$ cat src/mips_defines.svh
`ifndef MIPS_DEFINES_SVH
`define MIPS_DEFINES_SVH

// Fetch addresses
`define RESET_VECTOR 32'hBFC0_0000 // First fetch after reset
`define HALT_ADDRESS 32'h0000_0000 // Jump here ends execution

// Primary opcodes, instr[31:26]
`define OP_RTYPE 6'b000000 // Decoded further by funct
`define OP_J     6'b000010
`define OP_JAL   6'b000011
`define OP_BEQ   6'b000100
`define OP_BNE   6'b000101
`define OP_ADDIU 6'b001001
`define OP_SLTI  6'b001010
`define OP_SLTIU 6'b001011
`define OP_ANDI  6'b001100
`define OP_ORI   6'b001101
`define OP_XORI  6'b001110
`define OP_LUI   6'b001111
`define OP_LW    6'b100011
`define OP_SW    6'b101011

// Funct codes for OP_RTYPE, instr[5:0]
`define FN_SLL  6'b000000
`define FN_SRL  6'b000010
`define FN_JR   6'b001000
`define FN_ADDU 6'b100001
`define FN_SUBU 6'b100011
`define FN_AND  6'b100100
`define FN_OR   6'b100101
`define FN_XOR  6'b100110
`define FN_SLT  6'b101010
`define FN_SLTU 6'b101011

`endif

$ cat src/mips_pkg.sv
package mips_pkg;

	typedef enum logic [3:0] {
		ALU_ADD  = 4'd0, // a + b, also load/store address
		ALU_SUB  = 4'd1, // a - b
		ALU_AND  = 4'd2,
		ALU_OR   = 4'd3,
		ALU_XOR  = 4'd4,
		ALU_SLT  = 4'd5, // Signed compare
		ALU_SLTU = 4'd6, // Unsigned compare
		ALU_SLL  = 4'd7, // b << shamt
		ALU_SRL  = 4'd8, // b >> shamt, zero fill
		ALU_LUI  = 4'd9  // b << 16
	} alu_op_t;

	typedef enum logic [1:0] {
		WB_ALU  = 2'd0, // ALU result
		WB_LOAD = 2'd1, // Data memory read data
		WB_LINK = 2'd2  // PC + 4 for JAL
	} wb_sel_t;

	typedef enum logic [1:0] {
		PC_SEQ    = 2'd0, // PC + 4
		PC_BRANCH = 2'd1, // Conditional, PC + 4 + offset
		PC_JUMP   = 2'd2, // Region of PC + 4 with 26-bit target
		PC_REG    = 2'd3  // Value of rs
	} pc_sel_t;

	typedef enum logic [1:0] {
		DEST_RT = 2'd0, // I-type destination
		DEST_RD = 2'd1, // R-type destination
		DEST_RA = 2'd2  // Register 31 for JAL
	} dest_sel_t;

	typedef struct packed {
		logic      reg_write;    // Register file write
		dest_sel_t dest_sel;     // Destination register select
		logic      alu_src_imm;  // ALU b from immediate
		logic      imm_zero_ext; // Zero extend instead of sign extend
		logic      mem_read;     // LW
		logic      mem_write;    // SW
		logic      branch_ne;    // Branch on not-zero (BNE)
		wb_sel_t   wb_sel;       // Write-back source
		pc_sel_t   pc_sel;       // Next-PC source
		alu_op_t   alu_op;       // ALU operation
	} ctrl_t;

endpackage

$ cat src/alu.sv
`timescale 1ns/1ps

module alu import mips_pkg::*; (
	input  alu_op_t     op,
	input  logic [31:0] a,
	input  logic [31:0] b,
	input  logic [4:0]  shamt,
	output logic [31:0] y,
	output logic        zero
);

	logic [31:0] diff;
	logic        lt_signed;
	logic        lt_unsigned;

	assign diff        = a - b;
	assign lt_signed   = $signed(a) < $signed(b);
	assign lt_unsigned = a < b;

	// Equality for BEQ and BNE, independent of op
	assign zero = (diff == 32'd0);

	always_comb begin
		case (op)
			ALU_ADD:  y = a + b;
			ALU_SUB:  y = diff;
			ALU_AND:  y = a & b;
			ALU_OR:   y = a | b;
			ALU_XOR:  y = a ^ b;
			ALU_SLT:  y = {31'd0, lt_signed};
			ALU_SLTU: y = {31'd0, lt_unsigned};
			ALU_SLL:  y = b << shamt; // rt shifted, rs unused
			ALU_SRL:  y = b >> shamt; // Logical, zero fill
			ALU_LUI:  y = {b[15:0], 16'd0};
			default:  y = 32'd0; // Unused encodings
		endcase
	end

endmodule

$ cat src/control_unit.sv
`timescale 1ns/1ps
`include "mips_defines.svh"

module control_unit import mips_pkg::*; (
	input  logic [31:0] instr,
	output ctrl_t       ctrl
);

	logic [5:0] opcode;
	logic [5:0] funct;
	logic [4:0] rt;

	assign opcode = instr[31:26];
	assign funct  = instr[5:0];
	assign rt     = instr[20:16];

	always_comb begin
		// NOP bundle unless a code below matches
		ctrl.reg_write    = 1'b0;
		ctrl.dest_sel     = DEST_RT;
		ctrl.alu_src_imm  = 1'b0;
		ctrl.imm_zero_ext = 1'b0;
		ctrl.mem_read     = 1'b0;
		ctrl.mem_write    = 1'b0;
		ctrl.branch_ne    = 1'b0;
		ctrl.wb_sel       = WB_ALU;
		ctrl.pc_sel       = PC_SEQ;
		ctrl.alu_op       = ALU_ADD;

		case (opcode)
			`OP_RTYPE: begin
				ctrl.dest_sel = DEST_RD; // Result goes to rd
				ctrl.reg_write = 1'b1;
				case (funct)
					`FN_ADDU: ctrl.alu_op = ALU_ADD;
					`FN_SUBU: ctrl.alu_op = ALU_SUB;
					`FN_AND:  ctrl.alu_op = ALU_AND;
					`FN_OR:   ctrl.alu_op = ALU_OR;
					`FN_XOR:  ctrl.alu_op = ALU_XOR;
					`FN_SLT:  ctrl.alu_op = ALU_SLT;
					`FN_SLTU: ctrl.alu_op = ALU_SLTU;
					`FN_SLL:  ctrl.alu_op = ALU_SLL; // Shift by shamt field
					`FN_SRL:  ctrl.alu_op = ALU_SRL;
					`FN_JR: begin
						ctrl.reg_write = 1'b0; // No link
						ctrl.pc_sel    = PC_REG; // PC from rs
					end
					default: ctrl.reg_write = 1'b0; // Unknown funct is a NOP
				endcase
			end
			`OP_ADDIU: begin
				ctrl.reg_write   = 1'b1;
				ctrl.alu_src_imm = 1'b1; // Sign-extended immediate
				ctrl.alu_op      = ALU_ADD;
			end
			`OP_SLTI, `OP_SLTIU: begin
				ctrl.reg_write   = 1'b1;
				ctrl.alu_src_imm = 1'b1; // Both compare a sign-extended immediate
				ctrl.alu_op      = (opcode == `OP_SLTI) ? ALU_SLT : ALU_SLTU;
			end
			`OP_ANDI, `OP_ORI, `OP_XORI: begin
				ctrl.reg_write    = 1'b1;
				ctrl.alu_src_imm  = 1'b1;
				ctrl.imm_zero_ext = 1'b1; // Logic immediates are zero extended
				case (opcode)
					`OP_ANDI: ctrl.alu_op = ALU_AND;
					`OP_ORI:  ctrl.alu_op = ALU_OR;
					default:  ctrl.alu_op = ALU_XOR;
				endcase
			end
			`OP_LUI: begin
				ctrl.reg_write   = 1'b1;
				ctrl.alu_src_imm = 1'b1;
				ctrl.alu_op      = ALU_LUI; // Immediate into upper half
			end
			`OP_LW: begin
				ctrl.reg_write   = 1'b1;
				ctrl.alu_src_imm = 1'b1; // Base plus offset
				ctrl.mem_read    = 1'b1;
				ctrl.wb_sel      = WB_LOAD;
			end
			`OP_SW: begin
				ctrl.alu_src_imm = 1'b1;
				ctrl.mem_write   = 1'b1; // Store data is rt
			end
			`OP_BEQ, `OP_BNE: begin
				ctrl.alu_op    = ALU_SUB; // Zero flag compares rs and rt
				ctrl.pc_sel    = PC_BRANCH;
				ctrl.branch_ne = (opcode == `OP_BNE);
			end
			`OP_J: ctrl.pc_sel = PC_JUMP;
			`OP_JAL: begin
				ctrl.reg_write = 1'b1;
				ctrl.dest_sel  = DEST_RA; // Link in register 31
				ctrl.wb_sel    = WB_LINK;
				ctrl.pc_sel    = PC_JUMP;
			end
			default: ; // Unsupported opcode, keep NOP bundle
		endcase

		// I-type writes that name register zero are dropped here
		if (ctrl.dest_sel == DEST_RT && rt == 5'd0)
			ctrl.reg_write = 1'b0;
	end

endmodule

$ cat src/datapath.sv
`timescale 1ns/1ps
`include "mips_defines.svh"

module datapath import mips_pkg::*; (
	input  logic        clk,
	input  logic        reset,
	input  logic        clk_enable,
	input  ctrl_t       ctrl,
	input  logic [31:0] instr,
	input  logic [31:0] load_data,
	output logic [31:0] pc,
	output logic [31:0] mem_address,
	output logic [31:0] mem_wdata,
	output logic        mem_read,
	output logic        mem_write,
	output logic [31:0] v0,
	output logic        active
);

	logic [4:0]  rs;
	logic [4:0]  rt;
	logic [4:0]  rd;
	logic [4:0]  shamt;
	logic [15:0] imm16;
	logic [25:0] target;

	logic [31:0] imm_sign;
	logic [31:0] imm_ext;
	logic [4:0]  dest;
	logic [31:0] wb_data;
	logic        rf_we;
	logic [31:0] rs_val;
	logic [31:0] rt_val;
	logic [31:0] alu_b;
	logic [31:0] alu_y;
	logic        alu_zero;

	logic [31:0] pc_plus4;
	logic [31:0] branch_target;
	logic [31:0] jump_target;
	logic        branch_taken;
	logic [31:0] next_pc;

	assign rs     = instr[25:21];
	assign rt     = instr[20:16];
	assign rd     = instr[15:11];
	assign shamt  = instr[10:6];
	assign imm16  = instr[15:0];
	assign target = instr[25:0];

	assign imm_sign = {{16{imm16[15]}}, imm16};
	assign imm_ext  = ctrl.imm_zero_ext ? {16'd0, imm16} : imm_sign; // ANDI, ORI, XORI

	always_comb begin
		case (ctrl.dest_sel)
			DEST_RD: dest = rd;
			DEST_RA: dest = 5'd31; // JAL link
			default: dest = rt;
		endcase
	end

	always_comb begin
		case (ctrl.wb_sel)
			WB_LOAD: wb_data = load_data;
			WB_LINK: wb_data = pc_plus4; // No delay slot, return to next word
			default: wb_data = alu_y;
		endcase
	end

	// Commit only on an enabled edge while running
	assign rf_we = ctrl.reg_write && active && clk_enable;

	reg_file rf0 (
		.clk   (clk),
		.reset (reset),
		.we    (rf_we),
		.ra1   (rs),
		.ra2   (rt),
		.wa    (dest),
		.wd    (wb_data),
		.rd1   (rs_val),
		.rd2   (rt_val),
		.v0    (v0)
	);

	assign alu_b = ctrl.alu_src_imm ? imm_ext : rt_val;

	alu alu0 (
		.op    (ctrl.alu_op),
		.a     (rs_val),
		.b     (alu_b),
		.shamt (shamt),
		.y     (alu_y),
		.zero  (alu_zero)
	);

	// Memory port, masked after halt
	assign mem_address = alu_y;
	assign mem_wdata   = rt_val;
	assign mem_read    = ctrl.mem_read && active;
	assign mem_write   = ctrl.mem_write && active;

	// Next-PC candidates
	assign pc_plus4      = pc + 32'd4;
	assign branch_target = pc_plus4 + {imm_sign[29:0], 2'b00}; // Word offset
	assign jump_target   = {pc_plus4[31:28], target, 2'b00};
	assign branch_taken  = alu_zero ^ ctrl.branch_ne; // BEQ on zero, BNE on not-zero

	always_comb begin
		case (ctrl.pc_sel)
			PC_BRANCH: next_pc = branch_taken ? branch_target : pc_plus4;
			PC_JUMP:   next_pc = jump_target;
			PC_REG:    next_pc = rs_val; // JR
			default:   next_pc = pc_plus4;
		endcase
	end

	always_ff @(posedge clk or posedge reset) begin
		if (reset) begin
			pc     <= `RESET_VECTOR;
			active <= 1'b1;
		end else if (clk_enable && active) begin
			pc <= next_pc;
			if (next_pc == `HALT_ADDRESS)
				active <= 1'b0; // PC then parks at the halt address
		end
	end

endmodule

$ cat src/mips_cpu_harvard.sv
`timescale 1ns/1ps

module mips_cpu_harvard import mips_pkg::*; (
	input  logic        clk,
	input  logic        reset,
	input  logic        clk_enable,
	output logic        active,
	output logic [31:0] register_v0,
	output logic [31:0] instr_address,  // Current PC
	input  logic [31:0] instr_readdata, // Same-cycle fetch
	output logic [31:0] data_address,
	output logic        data_write,
	output logic        data_read,
	output logic [31:0] data_writedata,
	input  logic [31:0] data_readdata   // Same-cycle load
);

	ctrl_t ctrl; // Decoded bundle for the current instruction

	control_unit cu0 (
		.instr (instr_readdata),
		.ctrl  (ctrl)
	);

	datapath dp0 (
		.clk         (clk),
		.reset       (reset),
		.clk_enable  (clk_enable),
		.ctrl        (ctrl),
		.instr       (instr_readdata),
		.load_data   (data_readdata),
		.pc          (instr_address),
		.mem_address (data_address),
		.mem_wdata   (data_writedata),
		.mem_read    (data_read),
		.mem_write   (data_write),
		.v0          (register_v0),
		.active      (active)
	);

endmodule

$ cat src/reg_file.sv
`timescale 1ns/1ps

module reg_file (
	input  logic        clk,
	input  logic        reset,
	input  logic        we,
	input  logic [4:0]  ra1,
	input  logic [4:0]  ra2,
	input  logic [4:0]  wa,
	input  logic [31:0] wd,
	output logic [31:0] rd1,
	output logic [31:0] rd2,
	output logic [31:0] v0
);

	logic [31:0] regs [32];

	always_ff @(posedge clk or posedge reset) begin
		if (reset) begin
			for (int i = 0; i < 32; i++)
				regs[i] <= 32'd0; // Known start for the model
		end else if (we && wa != 5'd0) begin
			regs[wa] <= wd; // Register zero never written
		end
	end

	// Combinational reads, register zero stays zero
	assign rd1 = regs[ra1];
	assign rd2 = regs[ra2];
	assign v0  = regs[2];

endmodule

$ cat config.mk
export PLATFORM = sky130hd
export DESIGN_NAME = mips_cpu_harvard
export DESIGN_NICKNAME = d
export VERILOG_FILES = /design/src/mips_pkg.sv /design/src/alu.sv /design/src/control_unit.sv /design/src/datapath.sv /design/src/mips_cpu_harvard.sv /design/src/reg_file.sv
export VERILOG_INCLUDE_DIRS = /design/src
export SDC_FILE = /design/constraint.sdc
export NUM_CORES = 2
export LEC_CHECK = 0
export ABC_AREA = 0
export BUFFER_PORTS_ARGS = -buffer_cell sky130_fd_sc_hd__buf_2
export CAP_MARGIN = 25
export CORE_MARGIN = 8
export CORE_UTILIZATION = 50
export DETAILED_ROUTE_END_ITERATION = 10
export PLACE_DENSITY_LB_ADDON = 0.2
export SETUP_SLACK_MARGIN = 0.05
export SLEW_MARGIN = 30
export SYNTH_ARGS = -nofsm -noshare
export SYNTH_HDL_FRONTEND = slang
export SYNTH_HIERARCHICAL = 1
export SYNTH_SLANG_ARGS = --single-unit
$ cat constraint.sdc
create_clock -name clk -period 77 [get_ports clk]
set_clock_uncertainty 0.15 [all_clocks]
set_input_delay 15.4 -clock clk [delete_from_list [all_inputs] [get_ports clk]]
set_output_delay 15.4 -clock clk [all_outputs]
set_load 0.05 [all_outputs]
==> impl_metrics.py <==
metrics = {
    "pwr": {
        "p_per_area_mw_per_mm2": 24.39,
        "clock_power_share": 0.311,
        "switching_share": 0.3883,
        "leakagePower_nw": 37.06,
        "p_switching_mw": 0.7273,
        "combPwrFrac": 0.337,
        "peakVddDrop_mv": 0.02209,
        "power.internal_mw": 1.146,
        "power_frac_seq": 0.352,
    },
    "final_layout": {
        "layout-drive-gt1-share": 0.2499,
        "nNetsFinal": 6898,
        "num-fill-cells": 12480,
        "final_util": 0.5431,
        "multi_input_area_mm2": 0.04108,
        "syn_to_final_growth_pct": 8.047,
        "final-seq-area_mm2": 0.02646,
        "final_common_cell": "mux2i_1",
        "mostFrequentLayoutCells": "mux2i_1, dfrtp_1, mux2_2",
    },
    "grt": {
        "grt_pass1_vias": 56990,
        "grt_start_max_net_pins": 150,
        "grt_pass1_wl_um": 407600,
        "grtUsageTotal": 0.3555,
        "antenna_found_initial": 5,
        "grt_overflow": 0,
    },
    "sta": {
        "post-route-period-util": 0.5077,
        "relSlewSlack": 0.2484,
        "hold_viol": 0,
        "worst_pin_slew_ns": 1.117,
        "finalWorstPathRequiredPeriod_ns": 39.10,
        "fmax_mhz": 25.58,
        "drv_slew": 0,
        "finalSetupViolCount": 0,
        "rsz0062_at_grt": "no",
        "setup_tns_ns": 0,
    },
    "clocking": {
        "cts.repair.resized": 0,
        "cts_buffer_depth": 3,
        "cts_made_buffers": 112,
        "root_buffer": "clkbuf_16",
        "clock_latency_ns": 0.77,
        "htree_levels": 3,
        "post-cts-setup-buffers": 0,
        "cts_hold_buf": 0,
        "cts_tree": "built",
        "cts.sink_count": 1057,
        "clkTransAtPathRegs_ns": 0.06,
    },
    "yosys": {
        "synthDistinctLibCells": 111,
        "synthesis.area_mm2": 0.07108,
        "syn_area_per_cell_um2": 10.32,
        "ys_top_cells_by_area": "dfrtp_1, mux2i_1, mux2_2",
        "ys_seq_elements": 1057,
        "syn-num-nets": 7095,
        "yosysTopAreaCell": "dfrtp_1",
        "ys_async_sr_fraction": 1.000,
        "synth_top_cell_area_share": 0.3686,
        "synth_seq_area_share": 0.3723,
        "synth-edff-count": 0,
        "yosysWarningCount": 6,
        "syn_inst": 6887,
        "synth-main-ff-cell": "dfrtp_1",
    },
    "die": {
        "num_rows": 138,
        "ios": 198,
        "fp.dieArea_mm2": 0.1545,
        "die_h_um": 393.0,
        "start_util": 0.5026,
        "fp.dieW_um": 393.0,
        "placeableCoreArea_mm2": 0.1414,
    },
    "critical_path": {
        "worstPathMaxFanout": 123,
        "startpoint_type": "input pin",
        "cp_data_arrival_time_ns": 23.55,
        "worstSetupEndpointType": "output pin",
        "required_ns": 61.45,
        "crit_type": "in -> out",
    },
    "routing": {
        "finalWirelength_um": 284800,
        "remaining_drc_errors": 0,
        "num_vias": 58940,
        "drt_iter0_drc": 7029,
        "wl_per_cell_um": 32.80,
        "dr.pass1.iters": 7,
        "routed_via_density": 6.789,
        "ant_nets": 0,
    },
    "job": {
        "maxCapViolations": 0,
    },
    "status": {
        "outcome": "completed",
    },
    "placed_design": {
        "dp_hpwl_um": 185700,
        "gp_congestion": 1.080,
        "io_buffers": 197,
    },
    "hold_path": {
        "hold_path.class": "reg -> reg",
    },
}
-- flip-flops by register name (all words and copies together) (netlist names) --
signal	cells
dp0/pc	32
dp0/active	1
dp0/rf0/v0	32
dp0/rf0/regs	992
-- critical path, cell delays in order --
cell and delay, ns:
buf_8 0.60, buf_4 0.81, buf_12 0.59, buf_12 0.76, mux2i_1 0.29, a22o_1 0.17
nor3_1 0.06, a31oi_1 0.63, nand3_1 0.59, inv_1 0.18, ha_1 0.46, inv_1 0.23
a21oi_1 0.26, o221ai_2 0.17, o311ai_2 0.38, nand4b_2 0.31, a31oi_2 0.34, nor2_1 0.07
nor2_1 0.32, o211ai_1 0.18, nand2_1 0.14, buf_2 0.28
-- worst paths after layout --
path                                    startpoint                end  slack [ns]  cells after the start
worst max-delay path            instr_readdata[22]    data_address[0]       37.90                     22
worst min-delay path             dp0/rf0/regs[994]  dp0/rf0/regs[994]        0.25                      0
worst max register to register      dp0/rf0/v0[28]         dp0/active       66.34                     30
worst min register to register   dp0/rf0/regs[994]  dp0/rf0/regs[994]        0.25                      0
max in group asynchronous                    reset  dp0/rf0/regs[154]       57.68                      7
min in group asynchronous                    reset  dp0/rf0/regs[898]       14.66                      2
-- power groups by stage --
stage / clock [mW] / combinational, mW / sequential (mW)
5_1_grt: 0.614 / 0.659 / 0.665
3_5_place_dp: 0 / 0.611 / 0.666
6_report: 0.583 / 0.632 / 0.659
4_1_cts: 0.591 / 0.613 / 0.657
2_1_floorplan: 0 / 0.391 / 0.671
3_3_place_gp: 0 / 0.607 / 0.663
-- metrics by stage --
step,instance area (um^2),std cells,hold slack [ns],setup slack (ns),power (mW)
after floorplan,71080,6887,0.2988,32.63,1.062
after global placement,72650,8461,0.2335,38.21,1.270
after detailed placement,72720,8464,0.2376,38.17,1.277
after CTS,76690,8675,0.2512,38.17,1.861
after global routing,76780,8677,0.2567,37.68,1.938
final,76790,8682,0.2514,37.90,1.873
-- Yosys cell counts, types with 87 or more instances --
cell,count
buf_4,106
nor2_1,210
buf_2,126
a22oi_1,244
mux2i_1,1138
mux2_2,991
a21oi_1,358
clkbuf_1,346
nand3_1,242
nor3_1,118
a31oi_1,87
dfrtp_1,1047
o21ai_0,248
inv_1,136
a22o_1,132
nand2_1,459
ha_1,138
-- metal layers --
metal  GRT usage  vias up  share of wire
met3     0.09491      799           0.11
li1            -    24920              -
met5           0        -              0
met4      0.2131        0          0.071
met1      0.4741    29890           0.40
met2      0.5162     3334           0.42
-- layout make-up --
cell class / instances / area share
inverters: 141 / 0.006990
multi-input cells: 5024 / 0.5349
repair buffers: 354 / 0.03079
clock inverters: 44 / 0.008537
diodes: 5 / 0.0001629
flip-flops and latches: 1057 / 0.3446
clock buffers: 167 / 0.04322
well taps: 1890 / 0.03079
-- logic make-up (layout without fill, tap and decap cells) --
| family | after synthesis | after routing | share of synthesized area |
|---|---|---|---|
| AO/OA/AOI/OAI | 1384 | 1384 | 0.1300 |
| XOR/XNOR | 64 | 64 | 0.007992 |
| adder cells (fa/ha/maj) | 141 | 141 | 0.02514 |
| buffers and inverters | 806 | 706 | 0.05514 |
| flip-flops | 1057 | 1057 | 0.3723 |
| multiplexers | 2171 | 2171 | 0.3246 |
| other | 0 | 5 | 0 |
| AND/OR/NAND/NOR | 1264 | 1264 | 0.08487 |
No activity file was read; power rests on OpenSTA's default activity.
